[config.mk]
export PLATFORM = sky130hd
export DESIGN_NAME = lsu
export DESIGN_NICKNAME = d
export VERILOG_FILES = /design/src/logic/lsu_pkg.sv /design/src/logic/lsu.sv
export SDC_FILE = /design/constraint.sdc
export NUM_CORES = 1
export LEC_CHECK = 0
export BUFFER_PORTS_ARGS = -buffer_cell sky130_fd_sc_hd__clkbuf_2
export CAP_MARGIN = 20
export CORE_MARGIN = 2
export CORE_UTILIZATION = 47
export CTS_CLUSTER_DIAMETER = 80
export DETAILED_ROUTE_END_ITERATION = 8
export PLACE_DENSITY = 0.84
export SYNTH_ARGS = -nofsm -noshare
export SYNTH_HDL_FRONTEND = slang
export SYNTH_SLANG_ARGS = --single-unit
[constraint.sdc]
create_clock -name clk -period 3.9 [get_ports clk]
set_clock_uncertainty 0.15 [all_clocks]
set_input_delay 0.195 -clock clk [delete_from_list [all_inputs] [get_ports clk]]
set_output_delay 0.195 -clock clk [all_outputs]
set_load 0.02 [all_outputs]
[src/logic/lsu_pkg.sv]
`default_nettype none

package lsu_pkg;

  ////////////////////////////////////////////////////////////
  // core side encodings
  ////////////////////////////////////////////////////////////

  typedef enum logic [1:0] {
    size_byte = 2'd0,
    size_half = 2'd1,
    size_word = 2'd2
  } mem_size_e;

  typedef enum logic {
    op_load  = 1'b0,
    op_store = 1'b1
  } lsu_op_e;

  // axi response codes used here.
  typedef enum logic [1:0] {
    resp_okay   = 2'b00,
    resp_slverr = 2'b10
  } axil_resp_e;

  typedef struct packed {
    lsu_op_e     op;
    mem_size_e   size;
    logic        sext;   // sign-extend loads.
    logic [31:0] addr;   // byte address.
    logic [31:0] wdata;  // store data in the low lanes.
  } lsu_req_t;

  typedef struct packed {
    logic [31:0] rdata;
    logic        err;
    logic        misaligned;
  } lsu_rsp_t;

  ////////////////////////////////////////////////////////////
  // axi-lite channel payloads
  ////////////////////////////////////////////////////////////

  typedef struct packed {
    logic [31:0] addr;
  } axil_addr_t;  // shared by ar and aw.

  typedef struct packed {
    logic [31:0] data;
    logic [3:0]  strb;
  } axil_w_t;

  typedef struct packed {
    logic [31:0] data;
    axil_resp_e  resp;
  } axil_r_t;

  typedef struct packed {
    axil_resp_e resp;
  } axil_b_t;

endpackage

`default_nettype wire

[src/logic/lsu.sv]
`timescale 1ns/10ps
`default_nettype none

module lsu import lsu_pkg::*; (
  input  wire         clk,
  input  wire         rst,

  input  wire         req_valid,
  input  wire lsu_req_t req,
  output logic        req_ready,
  output logic        rsp_valid,
  output lsu_rsp_t    rsp,

  output logic        ar_valid,
  output axil_addr_t  ar,
  input  wire         ar_ready,

  input  wire         r_valid,
  input  wire axil_r_t r,
  output logic        r_ready,

  output logic        aw_valid,
  output axil_addr_t  aw,
  input  wire         aw_ready,

  output logic        w_valid,
  output axil_w_t     w,
  input  wire         w_ready,

  input  wire         b_valid,
  input  wire axil_b_t b,
  output logic        b_ready
);

  typedef enum logic [2:0] {
    idle,
    read_addr,
    read_data,
    write_addr,
    write_data,
    write_resp,
    respond
  } state_e;

  state_e      state;
  lsu_req_t    req_q;
  lsu_rsp_t    rsp_q;
  logic        req_fire;
  logic        r_fire;
  logic        b_fire;
  logic        misaligned;
  logic [1:0]  lane;
  logic [31:0] st_data;
  logic [3:0]  st_strb;
  logic [31:0] ld_shift;
  logic [31:0] ld_data;

  assign req_fire = req_valid && req_ready;
  assign r_fire   = r_valid && r_ready;
  assign b_fire   = b_valid && b_ready;

  ////////////////////////////////////////////////////////////
  // request check
  ////////////////////////////////////////////////////////////

  always_comb begin
    case (req.size)
      size_byte: misaligned = 1'b0;
      size_half: misaligned = req.addr[0];
      default:   misaligned = |req.addr[1:0];
    endcase
  end

  ////////////////////////////////////////////////////////////
  // store alignment and load extraction
  ////////////////////////////////////////////////////////////

  assign lane    = req_q.addr[1:0];
  assign st_data = req_q.wdata << {lane, 3'b000};  // move to byte lane.

  always_comb begin
    case (req_q.size)
      size_byte: st_strb = 4'b0001 << lane;
      size_half: st_strb = 4'b0011 << lane;
      default:   st_strb = 4'b1111;
    endcase
  end

  assign ld_shift = r.data >> {lane, 3'b000};

  always_comb begin
    case (req_q.size)
      size_byte: ld_data = {{24{req_q.sext & ld_shift[7]}}, ld_shift[7:0]};
      size_half: ld_data = {{16{req_q.sext & ld_shift[15]}}, ld_shift[15:0]};
      default:   ld_data = ld_shift;
    endcase
  end

  ////////////////////////////////////////////////////////////
  // bus master fsm
  ////////////////////////////////////////////////////////////

  always_ff @(posedge clk) begin
    if (rst) begin
      state <= idle;
    end else begin
      case (state)
        idle: begin
          if (req_fire) begin
            if (misaligned)                state <= respond;  // no bus access.
            else if (req.op == op_store)   state <= write_addr;
            else                           state <= read_addr;
          end
        end
        read_addr:  if (ar_ready) state <= read_data;
        read_data:  if (r_fire) state <= respond;
        write_addr: if (aw_ready) state <= write_data;
        write_data: if (w_ready) state <= write_resp;
        write_resp: if (b_fire) state <= respond;
        default:    state <= idle;
      endcase
    end
  end

  always_ff @(posedge clk) begin
    if (req_fire) begin
      req_q <= req;
      rsp_q <= '{rdata: 32'h0, err: 1'b0, misaligned: misaligned};
    end
    if (r_fire) begin
      rsp_q.rdata <= ld_data;
      rsp_q.err   <= (r.resp == resp_slverr);
    end
    if (b_fire) begin
      rsp_q.err <= (b.resp == resp_slverr);
    end
  end

  assign req_ready = (state == idle);
  assign rsp_valid = (state == respond);
  assign rsp       = rsp_q;

  assign ar_valid = (state == read_addr);
  assign ar.addr  = req_q.addr;
  assign r_ready  = (state == read_data);

  assign aw_valid = (state == write_addr);
  assign aw.addr  = req_q.addr;
  assign w_valid  = (state == write_data);  // only after the aw transfer.
  assign w.data   = st_data;
  assign w.strb   = st_strb;
  assign b_ready  = (state == write_resp);

  ////////////////////////////////////////////////////////////
  // assertions
  ////////////////////////////////////////////////////////////

  a_ar_hold: assert property (@(posedge clk) disable iff (rst)
    ar_valid && !ar_ready |=> ar_valid && $stable(ar));

  a_aw_hold: assert property (@(posedge clk) disable iff (rst)
    aw_valid && !aw_ready |=> aw_valid && $stable(aw));

  a_rsp_pulse: assert property (@(posedge clk) disable iff (rst)
    rsp_valid |=> !rsp_valid);

endmodule

`default_nettype wire

Word level (Yosys, flattened, before mapping)
Index checks and enable logic that the tools add are counted.
{ "totals": {"inputBits": 112, "wordCells": 55, "output_inout_bits": 141, "ff_bits": 104} }
{ "op_classes": {"n_reduce_logical": 10, "eq_ne": 16, "n_mux": 15, "shifts": 4, "bitwise": 2} }
{ "ops": {"columns": ["cell", "count"], "rows": [
  ["one-hot mux 32 bit (2 select lines)", 1],
  ["two-way mux 34 bit", 1],
  ["two-way mux 33 bit", 1],
  ["<< shifter 32 x 5 -> 32 bit", 1],
  ["right shift 32 x 5 -> 32 bit", 1],
  ["two-way mux 3 bit", 7],
  ["one-hot mux 3 bit (6 select lines)", 1],
  ["!= test 2 x 1 -> 1 bit (second input constant)", 6],
  ["equality test 3 bit (second input constant)", 3],
  ["one-hot mux 4 bit (2 select lines)", 1],
  ["equality test 3 x 2 -> 1 bit (second input constant)", 2],
  ["AND reduction 6 bit", 1],
  ["equality test 2 x 1 -> 1 bit (second input constant)", 2],
  ["equality test 2 bit (second input constant)", 2],
  ["logical NOT 2 bit", 2],
  ["<< shifter 1 x 2 -> 4 bit (first input constant)", 1],
  ["<< shifter 2 x 2 -> 4 bit (first input constant)", 1],
  ["equality test 3 x 1 -> 1 bit (second input constant)", 1],
  ["logical AND 1 bit", 3],
  ["logical NOT 3 bit", 1],
  ["nonzero test 3 bit", 1],
  ["AND 1 bit", 2],
  ["two-way mux 2 bit", 1],
  ["one-hot mux 1 bit (2 select lines)", 1],
  ["3 further kinds", 3]
]} }

Depth between registers and ports, before layout
{ "logic_depth": {"word_depth": 5, "mapped_depth": 6, "depth_no_buf": 4} }

Worst setup path after synthesis
OpenSTA, ideal clock, no wires.
{ "synth_timing": {"path_type": "flip-flop to flip-flop", "startpoint": "reg state[0]", "endpoint": "reg req_q (netlist bit ar[0]), enable pin", "path_stages_with_launch": 6, "n_path_buf": 2, "path_slack_ns": 0.611, "setup_time_ns": 0.422, "t_arrival_ns": 2.717, "period_less_slack_ns": 3.289, "t_required_ns": 3.328, "path_cell_list": "dfxtp_1 > clkbuf_1 > clkbuf_1 > nor3_1 > nand2_1 > inv_1"} }
{ "synth_between": {"elab_chain_cells": 2} }
{ "synth_lines": {"columns": ["element", "line_no", "text"], "rows": [
  ["from (decl)", "lsu.sv:45", "state_e state;"],
  ["from (signal assigned)", "lsu.sv:105", "state <= idle;"],
  ["from (signal assigned)", "lsu.sv:110", "if (misaligned) state <= respond;"],
  ["from (signal assigned)", "lsu.sv:111", "else if (req.op == op_store) state <= write_addr;"],
  ["logical NOT 3 bit", "lsu.sv:139", "assign req_ready = (state == idle);"],
  ["net req_ready", "lsu.sv:10", "output logic req_ready,"],
  ["logical AND 1 bit", "lsu.sv:58", "assign req_fire = req_valid && req_ready;"],
  ["net req_fire", "lsu.sv:48", "logic req_fire;"],
  ["to (signal assigned)", "lsu.sv:127", "req_q <= req;"],
  ["to (decl)", "lsu.sv:46", "lsu_req_t req_q;"]
]} }
The timed path passes the listed nets, and every way through them passes these cells.
A chain may end at the register's enable or synchronous reset.

==> flow_summary.json <==
{
  "status": "finished, final reports clean",
  "fin_crit_ns": 2.583,
  "gp_congestion": 0.8397,
  "cp.arrival_ns": 2.24,
  "hpwl_mm": 9.522,
  "peakVddDrop_v": 0.0003758,
  "grt_use_total_pct": 24.86,
  "setup_tns_ns": 0,
  "hold_viol_final": 0,
  "endpoint": "w[22]",
  "final_common_cell": "clkbuf_2",
  "synth_area_sq_um": 5184,
  "ys_warn_count": 0,
  "layout.nets": 796,
  "numCtsBuffers": 9,
  "dieArea_sq_um": 11890,
  "antenna_found_initial": 0,
  "r2r_start": "state[1]",
  "report.final.slew_viol_count": 0,
  "syn-instance-count": 429,
  "grt_pass1_wl_mm": 22.08,
  "die_y_um": 109.0,
  "grtUsageMet1_pct": 29.40,
  "drc": 0,
  "die_w_um": 109.0,
  "ys_ff_latch": 104,
  "async_reset_ff_share_pct": 0,
  "rsz0062_at_grt": "false",
  "cts_tree": "yes",
  "antennaDiodeCount": 0,
  "p_leak_nw": 3.124,
  "post_cts_buffers": 0,
  "detail-route-antenna-nets": 0,
  "power.density_nw_per_um2": 655.4,
  "grt_use_met2_pct": 42.95,
  "startpoint": "ar[1]",
  "syn_nets": 541,
  "drive_gt1_share_pct": 40.93,
  "wire_per_inst_um": 18.13,
  "vias_per_cell": 5.226,
  "htree_levels": 3,
  "root_buffer": "clkbuf_8",
  "synth_edf_count": 101,
  "postSynthAreaPerCell_sq_um": 12.08,
  "fin_crit_sh_pct": 66.24,
  "worst_slack_ns": 1.317,
  "start_util_pct": 48.03,
  "clk_latency_ns": 0.37,
  "rows": 38,
  "setup_viol": 0,
  "clk_pin_slew_ns": 0.10,
  "tightest_slew_ns": 0.8596,
  "r2r_slack_ns": 1.35,
  "routed_wirelength_mm": 15.03,
  "rr_worst_depth": 3,
  "holdCritPathClass": "in -> reg",
  "portBuffers": 252,
  "ios": 253,
  "met3_usage_pct": 6.874,
  "fp.coreArea_sq_um": 10790,
  "grt_pass1_vias": 4305,
  "timing.fmax_ghz": 0.3871,
  "ys.flop_type": "edfxtp_1",
  "clock_sinks": 104,
  "synth-seq-area-share_pct": 59.67,
  "syn2layout_area_growth_pct": 34.85,
  "cts_buffer_depth": 2,
  "crit_path_max_fanout": 33,
  "gr-total-overflow": 0,
  "final_cell_mix": "clkbuf_2 (252), edfxtp_1 (101), dlygate4sd3_1 (76), nand2_1 (34), mux2i_1 (34)",
  "endpoint_kind": "output pin",
  "fillers": 762,
  "crit_path_start_kind": "register",
  "post_synth_num_cell_types": 42,
  "cp_data_required_time_ns": 3.56,
  "drtIter0Drc": 296,
  "vias": 4332,
  "grt-busiest-layer": "met2",
  "r2r-end": "rsp[20]",
  "grt_max_degree": 74,
  "drtPass1Iterations": 5,
  "max-slew-margin-rel_pct": 42.70,
  "place_ws_ns": 1.369,
  "worst-setup-path-type": "reg -> out",
  "maxCapViolations": 0
}
## state kept, by name, summed over array words and instances, names as in the netlist
signal,count
req_q,35
rsp,34
state,3
ar,32
## metrics by stage
step / total power, W / hold WS, ns / std cells / cell area, sq um / util, %
global placement: 0.003812 / 0.2222 / 736 / 6041 / 55.97
finish: 0.004581 / 0.01813 / 829 / 6990 / 64.77
detailed placement: 0.003873 / 0.2236 / 737 / 6052 / 56.07
floorplan: 0.003390 / 0.1141 / 429 / 5184 / -
CTS: 0.004560 / 0.005465 / 829 / 6990 / 64.77
global route: 0.004799 / 0.01632 / 829 / 6990 / 64.77
## critical path, cell delays in order (launching register included)
cell and delay (ns):
edfxtp_1 0.39, buf_4 0.27, nor2b_1 0.64, buf_6 0.23, nand2_1 0.06, o21ai_0 0.07, clkbuf_2 0.20
## report_power, final
part | switching [W] | total [W] | internal [W]
combinational | 0.00140 | 0.00204 | 0.000647
sequential | 0.000206 | 0.00190 | 0.00169
clock | 0.000395 | 0.000638 | 0.000242
total | 0.00200 | 0.00458 | 0.00258
## Yosys cell counts, drive strengths merged (4+ instances only)
library cell / count / area share [%]
a21oi: 20 / 1.9
nand2: 34 / 2.5
buf: 85 / 12
and2: 17 / 2.1
clkbuf: 5 / 0.39
mux2i: 34 / 6.6
a211oi: 22 / 3.2
nor2: 26 / 1.9
nor3: 4 / 0.39
inv: 5 / 0.36
edfxtp: 101 / 59
o21ai: 28 / 2.8
nor2b: 17 / 2.1
## timing repair
action                    4_1_cts  5_1_grt
hold endpoints to repair       78        0
resized for setup               0        0
hold buffers                   76        0
## logic make-up after synthesis
| logic type | after synthesis | synth area share, % |
|---|---|---|
| AND/OR/NAND/NOR | 110 | 10.43 |
| flip-flops | 104 | 59.67 |
| buffers and inverters | 95 | 12.26 |
| AO/OA/AOI/OAI | 84 | 10.62 |
| multiplexers | 35 | 6.855 |
| XOR/XNOR | 1 | 0.1690 |
## routing by layer
layer | part of all wire [%] | up-vias
met5 | 0 | -
met4 | 2.3 | 0
met3 | 8.6 | 32
met2 | 52 | 262
met1 | 37 | 2044
li1 | - | 1994
## how the worst min path moves through the flow
stage	start	to	depth (start not counted)
floorplan	rst	state[0]	1
global placement	req[37]	ar[5]	1
detailed placement	req[37]	ar[5]	1
CTS	r[26]	rsp[26]	3
global route	r[26]	rsp[26]	3
finish	r[26]	rsp[26]	3
## layout make-up
cell class	instances	area (sq um)	share of cell area, %
tap	140	175.2	2.506
sequential	104	3093	44.25
inverter	5	18.77	0.2685
clock buffer	10	127.6	1.826
clock inverter	6	50.05	0.7159
timing repair buffer	334	2071	29.62
multi-input combinational	230	1455	20.82
Power figures use the tool's default switching activity.
